**config.mk**
```make
export PLATFORM = sky130hd
export DESIGN_NAME = qspinor_controller
export DESIGN_NICKNAME = d
export VERILOG_FILES = /design/src/source/qspinor_pkg.sv /design/src/source/qspinor_bus_read.sv /design/src/source/qspinor_controller.sv /design/src/source/qspinor_io.sv /design/src/source/qspinor_ip_access.sv
export SDC_FILE = /design/constraint.sdc
export NUM_CORES = 1
export LEC_CHECK = 0
export ABC_CLOCK_PERIOD_IN_PS = 7150
export BUFFER_PORTS_ARGS = -buffer_cell sky130_fd_sc_hd__buf_2
export CAP_MARGIN = 5
export CORE_MARGIN = 2
export CORE_UTILIZATION = 50
export CTS_CLUSTER_DIAMETER = 200
export DETAILED_ROUTE_END_ITERATION = 8
export HOLD_SLACK_MARGIN = 0.03
export PLACE_DENSITY_LB_ADDON = 0.15
export SLEW_MARGIN = 30
export SYNTH_ARGS = -nofsm -noshare
export SYNTH_HDL_FRONTEND = slang
export SYNTH_SLANG_ARGS = --single-unit
```
**constraint.sdc**
```tcl
create_clock -name clk -period 7.15 [get_ports clk]
set_input_delay 1.0725 -clock clk [delete_from_list [all_inputs] [get_ports clk]]
set_output_delay 1.0725 -clock clk [all_outputs]
set_load 0.01 [all_outputs]
```
**src/source/qspinor_pkg.sv**
```systemverilog
package qspinor_pkg;

    localparam int bus_width    = 32;
    localparam int nor_va_width = 24;
    localparam int ip_va_width  = 3;

    // register path address map
    localparam logic [ip_va_width-1:0] reg_ipcsr  = 3'd0;
    localparam logic [ip_va_width-1:0] reg_txd    = 3'd2;
    localparam logic [ip_va_width-1:0] reg_rxd    = 3'd3;
    localparam logic [ip_va_width-1:0] reg_norcsr = 3'd6;

    // ipcsr fields
    localparam int ipcsr_sel         = 0;
    localparam int ipcsr_busy        = 1;
    localparam int ipcsr_dir         = 4;  // 1 = out
    localparam int ipcsr_dummy       = 5;
    localparam int ipcsr_width_lsb   = 6;  // 7:6
    localparam int ipcsr_count_lsb   = 8;  // 11:8
    localparam int ipcsr_pattern_lsb = 12; // 15:12

    // norcsr fields
    localparam int norcsr_mode_lsb    = 0; // 2:0
    localparam int norcsr_dmy_dir     = 3;
    localparam int norcsr_dmy_cnt_lsb = 4; // 7:4
    localparam int norcsr_cmd_lsb     = 8; // 15:8

    localparam int dmy_cycles = 2;  // one sclk pulse

    typedef enum logic [1:0] {x1, x2, x4} lane_width_e;
    typedef enum logic [1:0] {acc_1b, acc_2b, acc_4b} bus_acc_e;
    typedef enum logic [2:0] {
        mode_111, mode_112, mode_114, mode_122, mode_144, mode_222, mode_444
    } read_mode_e;

    typedef struct packed {
        logic [nor_va_width-1:0] addr;
        logic                    w_rb;
        bus_acc_e                acc;
        logic [bus_width-1:0]    wdata;
        logic                    req;
    } bus_req_t;

    typedef struct packed {
        logic [bus_width-1:0] rdata;
        logic                 resp;
        logic                 fault;
    } bus_rsp_t;

    typedef struct packed {
        logic        tx_req;
        logic        rx_req;
        logic        dmy_req;
        lane_width_e width;
        logic [7:0]  txd;
        logic        dmy_dir;
        logic [3:0]  dmy_pattern;
    } io_req_t;

    typedef struct packed {
        logic       tx_resp;
        logic       rx_resp;
        logic       dmy_resp;
        logic [7:0] rxd;
    } io_rsp_t;

    typedef struct packed {
        lane_width_e cmd_width;
        lane_width_e addr_width;
        lane_width_e dmy_width;
        lane_width_e data_width;
        logic [7:0]  cmd_octet;
        logic [3:0]  dmy_cnt;
        logic        dmy_dir;
    } nor_cfg_t;

endpackage
```
**src/source/qspinor_bus_read.sv**
```systemverilog
module qspinor_bus_read import qspinor_pkg::*; (
    input  logic     clk,
    input  logic     rstn,
    input  bus_req_t bus,
    output bus_rsp_t rsp,
    input  nor_cfg_t nor_cfg,
    input  logic     ip_csb,
    output io_req_t  io_req,
    input  io_rsp_t  io_rsp,
    output logic     csb
);
    typedef enum logic [2:0] {idle, wait_bus, prep, cmd, addr, dmy, data} state_e;

    state_e                  state, next_state;
    logic [3:0]              cnt, next_cnt;
    logic [nor_va_width-1:0] req_addr;
    bus_acc_e                req_acc;
    logic [1:0]              last_byte;
    logic [1:0]              byte_idx;
    logic [bus_width-1:0]    rdata_q;
    logic                    resp_q;
    logic                    invld;
    logic                    accept;
    logic                    issue;

    assign invld = bus.w_rb ||
                   (bus.addr[0] && bus.acc != acc_1b) ||
                   (bus.addr[1:0] == 2'd2 && bus.acc == acc_4b);
    assign accept = bus.req && !invld && (state == idle);

    assign last_byte = (req_acc == acc_4b) ? 2'd3 :
                       (req_acc == acc_2b) ? 2'd1 : 2'd0;
    assign byte_idx  = last_byte - cnt[1:0];  // little endian

    always_comb begin
        next_state = state;
        next_cnt   = cnt;
        case (state)
            idle: if (accept) begin
                next_state = wait_bus;
                next_cnt   = 4'd1;
            end
            wait_bus: if (ip_csb) begin  // hold while register path owns the flash
                if (cnt == 4'd0) next_state = prep;
                else next_cnt = cnt - 4'd1;
            end
            prep: next_state = cmd;
            cmd: if (io_rsp.tx_resp) begin
                next_state = addr;
                next_cnt   = 4'd2;
            end
            addr: if (io_rsp.tx_resp) begin
                if (cnt != 4'd0) begin
                    next_cnt = cnt - 4'd1;
                end else if (nor_cfg.dmy_cnt != 4'd0) begin
                    next_state = dmy;
                    next_cnt   = nor_cfg.dmy_cnt;
                end else begin
                    next_state = data;
                    next_cnt   = {2'b00, last_byte};
                end
            end
            dmy: if (io_rsp.dmy_resp) begin
                if (cnt == 4'd1) begin
                    next_state = data;
                    next_cnt   = {2'b00, last_byte};
                end else begin
                    next_cnt = cnt - 4'd1;
                end
            end
            data: if (io_rsp.rx_resp) begin
                if (cnt == 4'd0) next_state = idle;
                else next_cnt = cnt - 4'd1;
            end
            default: next_state = idle;
        endcase
    end

    // next unit goes out in the cycle the previous one ends
    assign issue = (state == prep) ||
                   ((state == cmd || state == addr) && io_rsp.tx_resp) ||
                   (state == dmy && io_rsp.dmy_resp) ||
                   (state == data && io_rsp.rx_resp);

    always_comb begin
        io_req         = '0;
        io_req.dmy_dir = nor_cfg.dmy_dir;
        case (next_state)
            cmd: begin
                io_req.tx_req = issue;
                io_req.width  = nor_cfg.cmd_width;
                io_req.txd    = nor_cfg.cmd_octet;
            end
            addr: begin
                io_req.tx_req = issue;
                io_req.width  = nor_cfg.addr_width;
                io_req.txd    = req_addr[{next_cnt[1:0], 3'b000} +: 8];
            end
            dmy: begin
                io_req.dmy_req = issue;
                io_req.width   = nor_cfg.dmy_width;
            end
            data: begin
                io_req.rx_req = issue;
                io_req.width  = nor_cfg.data_width;
            end
            default: ;
        endcase
    end

    always_ff @(posedge clk) begin
        if (!rstn) begin
            state  <= idle;
            cnt    <= 4'd0;
            csb    <= 1'b1;
            resp_q <= 1'b0;
        end else begin
            state  <= next_state;
            cnt    <= next_cnt;
            resp_q <= (state == data) && (next_state == idle);
            if (next_state == idle) csb <= 1'b1;
            else if (next_state == prep) csb <= 1'b0;
        end
    end

    always_ff @(posedge clk) begin
        if (accept) begin
            req_addr <= bus.addr;
            req_acc  <= bus.acc;
            rdata_q  <= '0;
        end else if (state == data && io_rsp.rx_resp) begin
            rdata_q[{byte_idx, 3'b000} +: 8] <= io_rsp.rxd;
        end
    end

    assign rsp.rdata = rdata_q;
    assign rsp.resp  = resp_q;
    assign rsp.fault = bus.req && invld;

endmodule

```
**src/source/qspinor_controller.sv**
```systemverilog
module qspinor_controller import qspinor_pkg::*; (
    input  logic       clk,
    input  logic       rstn,
    input  bus_req_t   nor_bus,
    output bus_rsp_t   nor_rsp,
    input  bus_req_t   ip_bus,
    output bus_rsp_t   ip_rsp,
    output logic       qspi_csb,
    output logic       qspi_sclk,
    output logic [3:0] qspi_dir,
    output logic [3:0] qspi_mosi,
    input  logic [3:0] qspi_miso
);
    nor_cfg_t nor_cfg;
    io_req_t  nor_io_req, ip_io_req, io_req;
    io_rsp_t  io_rsp;
    logic     nor_csb, ip_csb;

    qspinor_bus_read i_bus_read (
        .clk(clk), .rstn(rstn),
        .bus(nor_bus), .rsp(nor_rsp),
        .nor_cfg(nor_cfg), .ip_csb(ip_csb),
        .io_req(nor_io_req), .io_rsp(io_rsp),
        .csb(nor_csb)
    );

    qspinor_ip_access i_ip_access (
        .clk(clk), .rstn(rstn),
        .bus(ip_bus), .rsp(ip_rsp),
        .nor_cfg(nor_cfg), .csb(ip_csb),
        .io_req(ip_io_req), .io_rsp(io_rsp)
    );

    assign io_req   = nor_csb ? ip_io_req : nor_io_req;  // read path owns the engine while selected
    assign qspi_csb = nor_csb & ip_csb;

    qspinor_io i_io (
        .clk(clk), .rstn(rstn),
        .io_req(io_req), .io_rsp(io_rsp),
        .qspi_sclk(qspi_sclk), .qspi_dir(qspi_dir),
        .qspi_mosi(qspi_mosi), .qspi_miso(qspi_miso)
    );

endmodule

```
**src/source/qspinor_io.sv**
```systemverilog
module qspinor_io import qspinor_pkg::*; (
    input  logic       clk,
    input  logic       rstn,
    input  io_req_t    io_req,
    output io_rsp_t    io_rsp,
    output logic       qspi_sclk,
    output logic [3:0] qspi_dir,
    output logic [3:0] qspi_mosi,
    input  logic [3:0] qspi_miso
);
    typedef enum logic [2:0] {idle, tx, rx, dmy_out, dmy_in} state_e;

    state_e      state;
    logic [3:0]  cnt;
    lane_width_e width_q;
    logic [7:0]  txd_q;
    logic [7:0]  rxd_q;
    logic [3:0]  pattern_q;
    logic [3:0]  lane_mask;
    logic        start;

    function automatic logic [3:0] byte_cycles(lane_width_e w);
        case (w)
            x1:      byte_cycles = 4'd15;
            x2:      byte_cycles = 4'd7;
            default: byte_cycles = 4'd3;
        endcase
    endfunction

    // a new request is taken when idle or in the last cycle of a unit
    assign start = (cnt == 4'd0) && (io_req.tx_req || io_req.rx_req || io_req.dmy_req);

    always_ff @(posedge clk) begin
        if (!rstn) begin
            state <= idle;
            cnt   <= 4'd0;
        end else if (cnt == 4'd0) begin
            if (io_req.tx_req) begin
                state <= tx;
                cnt   <= byte_cycles(io_req.width);
            end else if (io_req.rx_req) begin
                state <= rx;
                cnt   <= byte_cycles(io_req.width);
            end else if (io_req.dmy_req) begin
                state <= io_req.dmy_dir ? dmy_out : dmy_in;
                cnt   <= 4'(dmy_cycles - 1);
            end else begin
                state <= idle;
            end
        end else begin
            cnt <= cnt - 4'd1;
        end
    end

    always_ff @(posedge clk) begin
        if (start) begin
            width_q   <= io_req.width;
            txd_q     <= io_req.txd;
            pattern_q <= io_req.dmy_pattern;
        end
        // sample on the cycle before sclk rises
        if (state == rx && cnt[0]) begin
            case (width_q)
                x1:      rxd_q <= {rxd_q[6:0], qspi_miso[1]};
                x2:      rxd_q <= {rxd_q[5:0], qspi_miso[1:0]};
                default: rxd_q <= {rxd_q[3:0], qspi_miso};
            endcase
        end
    end

    assign lane_mask = (width_q == x1) ? 4'b0001 :
                       (width_q == x2) ? 4'b0011 : 4'b1111;

    assign qspi_sclk = (state != idle) && !cnt[0];  // mode 0, idles low

    always_comb begin
        qspi_dir  = 4'h0;
        qspi_mosi = 4'h0;
        case (state)
            tx: begin
                qspi_dir = lane_mask;
                case (width_q)  // msb first
                    x1:      qspi_mosi = {3'b000, txd_q[cnt[3:1]]};
                    x2:      qspi_mosi = {2'b00, txd_q[{cnt[2:1], 1'b0} +: 2]};
                    default: qspi_mosi = txd_q[{cnt[1], 2'b00} +: 4];
                endcase
            end
            dmy_out: begin
                qspi_dir  = lane_mask;
                qspi_mosi = pattern_q;
            end
            default: ;
        endcase
    end

    assign io_rsp.tx_resp  = (state == tx) && (cnt == 4'd0);
    assign io_rsp.rx_resp  = (state == rx) && (cnt == 4'd0);
    assign io_rsp.dmy_resp = (state == dmy_out || state == dmy_in) && (cnt == 4'd0);
    assign io_rsp.rxd      = rxd_q;

endmodule

```
**src/source/qspinor_ip_access.sv**
```systemverilog
module qspinor_ip_access import qspinor_pkg::*; (
    input  logic     clk,
    input  logic     rstn,
    input  bus_req_t bus,
    output bus_rsp_t rsp,
    output nor_cfg_t nor_cfg,
    output logic     csb,
    output io_req_t  io_req,
    input  io_rsp_t  io_rsp
);
    typedef enum logic [1:0] {idle, tx, rx, dmy} state_e;

    state_e                 state;
    logic [4:0]             cnt;
    logic [ip_va_width-1:0] reg_addr;
    logic                   invld;
    logic                   ok;
    logic                   ipcsr_wr;
    logic                   start;
    logic                   busy;
    logic                   kick;
    logic [3:0]             count;
    logic [15:0]            norcsr;
    logic [15:0]            ipcsr_rd;
    lane_width_e            ip_width;
    logic                   ip_dir;
    logic [3:0]             ip_pattern;
    logic [7:0]             txd_q;
    logic [7:0]             rxd_q;
    logic [bus_width-1:0]   rdata_q;
    logic                   resp_q;
    read_mode_e             mode;

    assign reg_addr = bus.addr[ip_va_width-1:0];
    assign busy     = (state != idle);

    always_comb begin
        case (reg_addr)
            reg_ipcsr:  invld = (bus.acc != acc_2b) || (bus.w_rb && busy);
            reg_norcsr: invld = (bus.acc != acc_2b);
            reg_txd:    invld = (bus.acc != acc_1b) || !bus.w_rb;
            reg_rxd:    invld = (bus.acc != acc_1b) || bus.w_rb;
            default:    invld = 1'b1;
        endcase
    end

    assign ok       = bus.req && !invld;
    assign ipcsr_wr = ok && bus.w_rb && (reg_addr == reg_ipcsr);
    assign start    = ipcsr_wr && bus.wdata[ipcsr_sel];
    assign count    = bus.wdata[ipcsr_count_lsb +: 4];

    always_ff @(posedge clk) begin
        if (!rstn) begin
            resp_q <= 1'b0;
            kick   <= 1'b0;
            csb    <= 1'b1;
            norcsr <= 16'h0;
        end else begin
            resp_q <= ok;
            kick   <= start;  // first engine strobe one cycle later
            if (ipcsr_wr) csb <= !bus.wdata[ipcsr_sel];
            if (ok && bus.w_rb && reg_addr == reg_norcsr) norcsr <= bus.wdata[15:0];
        end
    end

    always_ff @(posedge clk) begin
        if (!rstn) begin
            state <= idle;
            cnt   <= 5'd0;
        end else begin
            case (state)
                idle: if (start) begin
                    if (bus.wdata[ipcsr_dummy]) begin
                        state <= dmy;
                        cnt   <= (count == 4'd0) ? 5'd16 : {1'b0, count};
                    end else if (bus.wdata[ipcsr_dir]) begin
                        state <= tx;
                    end else begin
                        state <= rx;
                    end
                end
                tx: if (io_rsp.tx_resp) state <= idle;
                rx: if (io_rsp.rx_resp) state <= idle;
                dmy: if (io_rsp.dmy_resp) begin
                    if (cnt == 5'd1) state <= idle;
                    cnt <= cnt - 5'd1;
                end
                default: state <= idle;
            endcase
        end
    end

    always_comb begin
        ipcsr_rd             = 16'h0;
        ipcsr_rd[ipcsr_busy] = busy;
        ipcsr_rd[ipcsr_sel]  = !csb;
    end

    always_ff @(posedge clk) begin
        if (ipcsr_wr) begin
            ip_width   <= lane_width_e'(bus.wdata[ipcsr_width_lsb +: 2]);
            ip_dir     <= bus.wdata[ipcsr_dir];
            ip_pattern <= bus.wdata[ipcsr_pattern_lsb +: 4];
        end
        if (ok && bus.w_rb && reg_addr == reg_txd) txd_q <= bus.wdata[7:0];
        if (state == rx && io_rsp.rx_resp) rxd_q <= io_rsp.rxd;
        if (ok && !bus.w_rb) begin
            case (reg_addr)
                reg_ipcsr: rdata_q <= {16'h0, ipcsr_rd};
                reg_rxd:   rdata_q <= {24'h0, rxd_q};
                default:   rdata_q <= {16'h0, norcsr};
            endcase
        end
    end

    always_comb begin
        io_req             = '0;
        io_req.tx_req      = kick && (state == tx);
        io_req.rx_req      = kick && (state == rx);
        io_req.dmy_req     = (state == dmy) && (kick || (io_rsp.dmy_resp && cnt != 5'd1));
        io_req.width       = ip_width;
        io_req.txd         = txd_q;
        io_req.dmy_dir     = ip_dir;
        io_req.dmy_pattern = ip_pattern;
    end

    // read mode to lane widths, dummy runs at address width
    always_comb begin
        mode               = read_mode_e'(norcsr[norcsr_mode_lsb +: 3]);
        nor_cfg            = '0;
        nor_cfg.cmd_octet  = norcsr[norcsr_cmd_lsb +: 8];
        nor_cfg.dmy_cnt    = norcsr[norcsr_dmy_cnt_lsb +: 4];
        nor_cfg.dmy_dir    = norcsr[norcsr_dmy_dir];
        nor_cfg.cmd_width  = (mode == mode_444) ? x4 : (mode == mode_222) ? x2 : x1;
        case (mode)
            mode_112: nor_cfg.data_width = x2;
            mode_114: nor_cfg.data_width = x4;
            mode_122, mode_222: begin
                nor_cfg.addr_width = x2;
                nor_cfg.data_width = x2;
            end
            mode_144, mode_444: begin
                nor_cfg.addr_width = x4;
                nor_cfg.data_width = x4;
            end
            default: ;
        endcase
        nor_cfg.dmy_width = nor_cfg.addr_width;
    end

    assign rsp.rdata = rdata_q;
    assign rsp.resp  = resp_q;
    assign rsp.fault = bus.req && invld;

endmodule

```
After elaboration in Yosys (flattened, before gate mapping) --
Cells that the tools add are included.
Storage, ports and cells: register bits after elaboration 177, latch bits 0, memory bits (writable) 0, bits in read-only memories 0, bits of input ports 126, output and inout port bits 78, word-level logic and storage cells 233, memories 0
Operators by class: add/sub/neg operators 5, $mul 0, div/mod/pow operators 0, magnitude comparators 1, equality and inequality tests 50, shift operators 5, multiplexer cells 68, bitwise gates (word level) 2, reductions and logical operators 76
Operators by type and width (number):
- $mux 4 | 17
- $mux 3 | 14
- $eq 3x3->1 const B | 11
- $bwmux 32 | 1
- $pmux 16 s2 | 1
- $pmux 8 s2 | 2
- $shift 8x7->32 const A | 1
- $shiftx 8x7->32 | 1
- $eq 3x2->1 const B | 10
- $logic_and 1x1->1 | 29
- $pmux 4 s2 | 3
- $pmux 4 s6 | 1
- $shiftx 24x6->8 | 1
- $pmux 3 s7 | 1
- $mux 2 | 10
- $mux 5 | 4
- $mux 18 | 1
- $ne 2x1->1 const B | 9
- $logic_or 1x1->1 | 13
- $logic_not 4->1 | 3
- $reduce_or 2->1 | 6
- $eq 2x2->1 const B | 5
- $pmux 5 s2 | 1
- $eq 3x1->1 const B | 3
- 32 further kinds | 59

Logic depth before layout (Yosys ltp) --
Gate-level depths: netlist (run 1).
word-level depth 18, depth in mapped cells 12, gate-level depth less buffers 10

Modules after synthesis --
A second synthesis (run 1) with hierarchy kept.
Second synthesis, totals: cell total of the unflattened synthesis 792, area total of the unflattened synthesis 8275.4 sq um
By module, submodules not included:
- qspinor_bus_read | times used 1, cells an instance 362, area an instance 3432.0 sq um, seq. area each 1601.5 sq um
- qspinor_ip_access | times used 1, cells an instance 276, area an instance 3040.4 sq um, seq. area each 1691.6 sq um
- qspinor_io | times used 1, cells an instance 133, area an instance 1527.7 sq um, seq. area each 800.8 sq um
- qspinor_controller | times used 1, cells an instance 21, area an instance 275.3 sq um, seq. area each 0.0 sq um

Worst setup path after synthesis (run 1) --
OpenSTA, ideal clock, no wires.
kind input-to-reg, from in ip_bus[37] in the netlist's numbering, to reg i_ip_access.rdata_q[0], enable pin, arrival time 3364 ps, data required time 6718 ps, path slack 3355 ps, stages 4, path buffers 1, cell sequence buf_2 -> or3b_1 -> o32a_1 -> nor4_1
On the way: cells in the longest elaborated chain, start to end 5, elaborated cells on any way between the ends 8
Ends and longest elaborated chain:
- from (decl) | RTL line qspinor_controller.sv:6 | input bus_req_t ip_bus,
- $eq 3x2->1, or another cell as far along | RTL line qspinor_ip_access.sv:38 | case (reg_addr)
- $pmux 1 s4 * | RTL line qspinor_ip_access.sv:38
- $logic_not 1->1 * | RTL line qspinor_ip_access.sv:47 | assign ok = bus.req && !invld;
- $logic_and 1x1->1 * | RTL line qspinor_ip_access.sv:47
- $logic_and 1x1->1 * | RTL line qspinor_ip_access.sv:107 | if (ok && !bus.w_rb) begin
- to (signal assigned) | RTL line qspinor_ip_access.sv:109 | reg_ipcsr: rdata_q <= {16'h0, ipcsr_rd};
- to (signal assigned) | RTL line qspinor_ip_access.sv:110 | reg_rxd: rdata_q <= {24'h0, rxd_q};
- to (signal assigned) | RTL line qspinor_ip_access.sv:111 | default: rdata_q <= {16'h0, norcsr};
- to (decl) | RTL line qspinor_ip_access.sv:30 | logic [bus_width-1:0] rdata_q;
Every way passes the cells marked *; elsewhere a longest branch is shown, timed or not. A chain may end at the register's enable or synchronous reset.

==> reports/metrics.cfg, run 1 <==
[run_status]
outcome=finished clean

[sta]
slew_violations=0
setup_viol=0
rsz0062_at_grt=no
fin_skew_ps=12.28
finalSetupTns_ps=0
max_freq_mhz=256.4
min_period_ps=3900
hold_slack_ps=447.1
maxSlewHeadroom=0.3778
period_share=0.5455
tightest_slew_ps=909.8
finalHoldViolCount=0
layout_setup_ws_ps=3250

[detailed_routing]
avgRoutedWirePerCell_um=18.28
routed_via_density=5.831
dr.first_iter.drc_count=467
totalWireLength_um=20340
drc=0
vias=6490
ant_nets=0
drtPass1Iterations=5

[layout]
area_growth_pct=14.55
drive_above_1_share=0.2085
final_nets=1022
diodes=0

[clocking]
cts-resized-gates=0
clock_path_buffers=2
cts_buffers=17
cts_tree=done
clock-sinks=161
cts_hold_buf=0
cts_setup_buffers=0
clk_latency_ps=420
h-tree-depth=4
cts-root-buf=clkbuf_16
path_clk_slew_ps=70

[yosys]
synth.yosys.warnings=0
syn_area_mm2=0.008068
seq_area_frac_synth=0.5074
syn_inst=793
ys_ff_latch=161
yosysUniqueCellTypes=82
async_reset_ff_frac=0
synthFlopType=edfxtp_1
synth_edf_count=87
avgSynthCellArea_um2=10.17

[pwr]
peakVddDrop_v=0.0001680
p_leak_nw=3.686
finalPower_mw=2.362
p_per_area_mw_per_mm2=255.5

[die]
io_pins=204
chipHeight_um=131.0
num_rows=46
dieArea_mm2=0.01717
die_w_um=131.0
core_area_mm2=0.01583
start_util=0.5097

[hold_path]
holdCritPathClass=reg -> reg

[global_routing]
grt_max_degree=61
grt_pass1_wl_um=31830
grt_antenna_before_repair=0
grt_pass1_vias=5888
grt_util_all_layers=0.2435
grt_overflow=0

[placed_design]
place_congestion=0.9226
port_buffers=118
dp_hpwl_um=14750
pre_cts_slack_ps=3149

[setup_path]
critPathKind=reg -> reg
cp_max_fo=17
arrival_ps=4150
endpoint_kind=flop
worstPathRequired_ps=7400
start_kind=flop

[flow_run]
drv_cap=0

Yosys cell counts, types with 17 or more instances:
library cell	count	area, um2
edfxtp_1	87	2613
nand2_1	87	326.6
dfxtp_1	74	1481
a21oi_1	63	315.3
nor2_1	43	161.4
nand4_1	33	206.5
o21ai_0	31	155.2
mux2i_1	29	290.3
inv_1	28	105.1
clkbuf_1	26	97.59
buf_4	22	165.2
nor2b_1	20	125.1
nand3_1	17	85.08
power breakdown:
part | internal [mW] | leakage [nW] | switching (mW) | total (mW)
clock network | 0.493 | 0.269 | 0.379 | 0.871
logic | 0.160 | 2.01 | 0.281 | 0.441
registers | 1.00 | 1.41 | 0.0472 | 1.05
worst paths after layout:
path         slack, ps  cells after the start                   start                      to
max reg2reg       3250                      9             i_io.cnt[1]           i_io.txd_q[1]
min                450                      2  i_bus_read.rdata_q[19]  i_bus_read.rdata_q[19]
max               3250                      9             i_io.cnt[1]           i_io.txd_q[1]
min reg2reg        450                      2  i_bus_read.rdata_q[19]  i_bus_read.rdata_q[19]
critical path, cell delays in order (launching register included):
cell     delay, ps
dfxtp_1        460
inv_1          110
ha_1           250
nor3b_4        680
o21ai_1        290
a32o_2         350
o41ai_4        760
and2_1         450
nand4_1        150
a32oi_1        220
cell type report:
type / count / area, um2
clock inverters: 14 / 130.1
well taps: 216 / 270.3
repair buffers: 124 / 635.6
fillers: 1382 / 6586
flip-flops and latches: 161 / 4094
inverters: 29 / 108.9
multi-input cells: 551 / 3563
clock buffers: 18 / 439.2
placed cells by master, fill, tap and decap left out, types with 17 or more instances in the layout:
cell and count:
o21ai_0 31, dfxtp_1 74, nand3_1 17, edfxtp_1 87
nor2b_1 20, mux2i_1 29, buf_2 118, nand2_1 87
nand4_1 33, clkbuf_16 17, inv_1 28, nor2_1 43
a21oi_1 63
registers in the layout, summed over array words and instances, names as in the netlist, 2 cells and up:
name and cells:
i_bus_read.cnt 4, i_io.pattern_q 4, i_ip_access.ip_pattern 4, i_bus_read.req_addr 24, i_io.cnt 4, i_ip_access.ip_width 2, i_io.txd_q 8, i_io.rxd_q 8
i_ip_access.rxd_q 8, i_bus_read.req_acc 2, i_bus_read.state 3, i_ip_access.norcsr 16, i_ip_access.state 2, i_ip_access.txd_q 8, i_ip_access.cnt 5, i_bus_read.rdata_q 32
i_ip_access.rdata_q 16, i_io.width_q 2, i_io.state 3
metal layers:
layer	global-route usage	part of all wire	up-vias	wire (um)
met5	0	0	-	0
met4	0.07259	0.0095	0	193
met3	0.04723	0.061	14	1242
met2	0.3816	0.47	235	9565
met1	0.3445	0.46	3158	9341
li1	-	-	3083	-
through the flow:
| stage | utilization | cell area [um2] | cells |
|---|---|---|---|
| after floorplan | - | 8124 | 808 |
| after global placement | 0.5478 | 8671 | 1081 |
| after detailed placement | 0.5479 | 8672 | 1081 |
| after CTS | 0.5839 | 9241 | 1113 |
| after global routing | 0.5839 | 9241 | 1113 |
| final | 0.5839 | 9241 | 1113 |
cells by family after synthesis:
family	Yosys count	synth area share
buf+inv	96	0.06048
mux	35	0.04994
flops	161	0.5074
simple gates	299	0.2027
other cells	1	0.0004648
fa+ha+maj	12	0.01861
compound gates	184	0.1549
xor+xnor	5	0.005429
No activity file was read; power rests on OpenSTA's default activity.
==> run 2, diff against run 1 <==
--- a/config.mk
+++ b/config.mk
@@ -5,7 +5,7 @@
 export SDC_FILE = /design/constraint.sdc
 export NUM_CORES = 1
 export LEC_CHECK = 0
-export ABC_CLOCK_PERIOD_IN_PS = 7150
+export ABC_CLOCK_PERIOD_IN_PS = 3900
 export BUFFER_PORTS_ARGS = -buffer_cell sky130_fd_sc_hd__buf_2
 export CAP_MARGIN = 5
 export CORE_MARGIN = 2
==> constraint.sdc (replaced) <==
create_clock -name clk -period 3.9 [get_ports clk]
set_input_delay 0.585 -clock clk [delete_from_list [all_inputs] [get_ports clk]]
set_output_delay 0.585 -clock clk [all_outputs]
set_load 0.01 [all_outputs]
==> reports/metrics.cfg, run 2 (synthesis results as in run 1) <==
[flow_run]
drv_cap=0  ; unchanged

[global_routing]
grt_pass1_vias=5985  ; +1.6%
grt_pass1_wl_um=32060  ; +0.74%
grt_util_all_layers=0.2484  ; +0.004830
grt_antenna_before_repair=0  ; unchanged
grt_overflow=0  ; unchanged
grt_max_degree=59  ; -3.3%

[die]
die_w_um=131.0  ; unchanged
io_pins=204  ; unchanged
start_util=0.5097  ; unchanged
num_rows=46  ; unchanged
dieArea_mm2=0.01717  ; unchanged
chipHeight_um=131.0  ; unchanged
core_area_mm2=0.01583  ; unchanged

[setup_path]
cp-endpoint=i_io.txd_q[0]
cp_top_family=simple AND/OR/NAND/NOR gates
cp_max_fo=15  ; -2
critPathKind=reg -> reg
critPathMaxStageDelay_ps=600  ; -160 ps
cpMaxStageDelayCell=nor3b_4
cp_num_buf_inv=2  ; +1
worst-path-stages=9  ; unchanged
r2r_cells=9  ; unchanged
r2r_end=i_io.txd_q[0]
crit_start=i_io.cnt[0]
crit_chain=inv_1 > ha_1 > nor3b_4 > o21a_1 > a31oi_1 > or4b_4 > a22o_1 > a21oi_1 > buf_4
start_kind=flop
reg2reg_setup_slack_ps=440  ; -2810 ps
arrival_ps=3580  ; -570 ps
endpoint_kind=flop
worstPathRequired_ps=4020  ; -3380 ps
r2r-start=i_io.cnt[0]

[detailed_routing]
avgRoutedWirePerCell_um=18.64  ; +2.0%
routed_via_density=5.777  ; -0.92%
drc=0  ; unchanged
drtPass1Iterations=7  ; +2
totalWireLength_um=20930  ; +2.9%
ant_nets=0  ; unchanged
dr.first_iter.drc_count=558  ; +19%
vias=6488  ; -0.031%

[layout]
regMostFlops=i_bus_read.rdata_q
largest_reg_flops=32  ; unchanged
area_growth_pct=16.13
drive_above_1_share=0.2194  ; +0.01093
design_area_mm2=0.009369  ; +1.4%
final_cell_mix=buf_2 (118), nand2_1 (87), edfxtp_1 (87)
finish.utilization=0.5919  ; +0.008063
diodes=0  ; unchanged
mostFrequentLayoutCell=buf_2
final_nets=1032  ; +0.98%
top_regs=i_bus_read.rdata_q: 32 flops, i_bus_read.req_addr: 24 flops

[pwr]
peakVddDrop_v=0.0003106  ; +85%
p_per_area_mw_per_mm2=484.0  ; +89%
finalPower_mw=4.535  ; +92%
p_leak_nw=3.771  ; +2.3%

[clocking]
cts_buffers=17  ; unchanged
cts-resized-gates=0  ; unchanged
h-tree-depth=4  ; unchanged
clock_path_buffers=2  ; unchanged
cts_setup_buffers=0  ; unchanged
cts_hold_buf=0  ; unchanged
cts-root-buf=clkbuf_16
clk_latency_ps=430  ; about the same
cts_tree=done
path_clk_slew_ps=60  ; about the same
clock-sinks=161  ; unchanged

[hold_path]
holdCritPathClass=in -> reg

[sta]
hold_slack_ps=328.5  ; -118.6 ps
max_freq_mhz=288.7  ; +13%
maxSlewHeadroom=0.3773  ; -0.0005040
finalHoldViolCount=0  ; unchanged
min_period_ps=3464  ; -435.9 ps
slew_violations=0  ; unchanged
period_share=0.8882  ; +0.3428
fin_skew_ps=10.84  ; -1.439 ps
finalSetupTns_ps=0  ; unchanged
rsz0062_at_grt=no
tightest_slew_ps=932.4  ; +22.57 ps
setup_viol=0  ; unchanged

[placed_design]
dp_hpwl_um=15200  ; +3.1%
place_congestion=0.8780  ; -4.8%
place_area_mm2=0.008740  ; +0.78%
port_buffers=118  ; unchanged

[run_status]
outcome=finished clean

[run 2: worst min-delay path by stage]
stage,from,cells past startpoint,to
2_1_floorplan,i_ip_access.cnt[4],2,i_ip_access.cnt[4]
3_3_place_gp,i_bus_read.rdata_q[28],2,i_bus_read.rdata_q[28]
3_5_place_dp,i_bus_read.rdata_q[26],2,i_bus_read.rdata_q[26]
4_1_cts,nor_bus[38],1,i_bus_read.req_addr[2]
5_1_grt,nor_bus[43],1,i_bus_read.req_addr[7]
6_report,nor_bus[41],1,i_bus_read.req_addr[5]
[run 2: cell type report]
type,count,area (um2)
Tap cell,216,270.3
Sequential cell,161,4094
Fill cell,1397,6459
Clock inverter,12,140.1
Multi-Input combinational cell,551,3556
Clock buffer,20,489.2
Inverter,29,108.9
Timing Repair Buffer,134,710.7
[run 2: power by group]
group / switching (mW) / leakage [nW] / total, mW / internal [mW]
combinational: 0.534 / 2.06 / 0.859 / 0.326
sequential: 0.0717 / 1.41 / 1.91 / 1.84
clock: 0.717 / 0.306 / 1.77 / 1.05
total: 1.32 / 3.77 / 4.53 / 3.21
[run 2: through the flow]
stage / setup WS [ps] / instances
2_1_floorplan: 228.8 / 808
3_3_place_gp: 532.0 / 1091
6_report: 435.8 / 1123
3_5_place_dp: 511.5 / 1091
4_1_cts: 506.0 / 1123
5_1_grt: 246.4 / 1123
[run 2: routing by layer]
metal,routed length (um),track usage
met1,9489,0.3473
met2,9799,0.3904
met3,1261,0.04682
met4,383,0.08323
met5,0,0
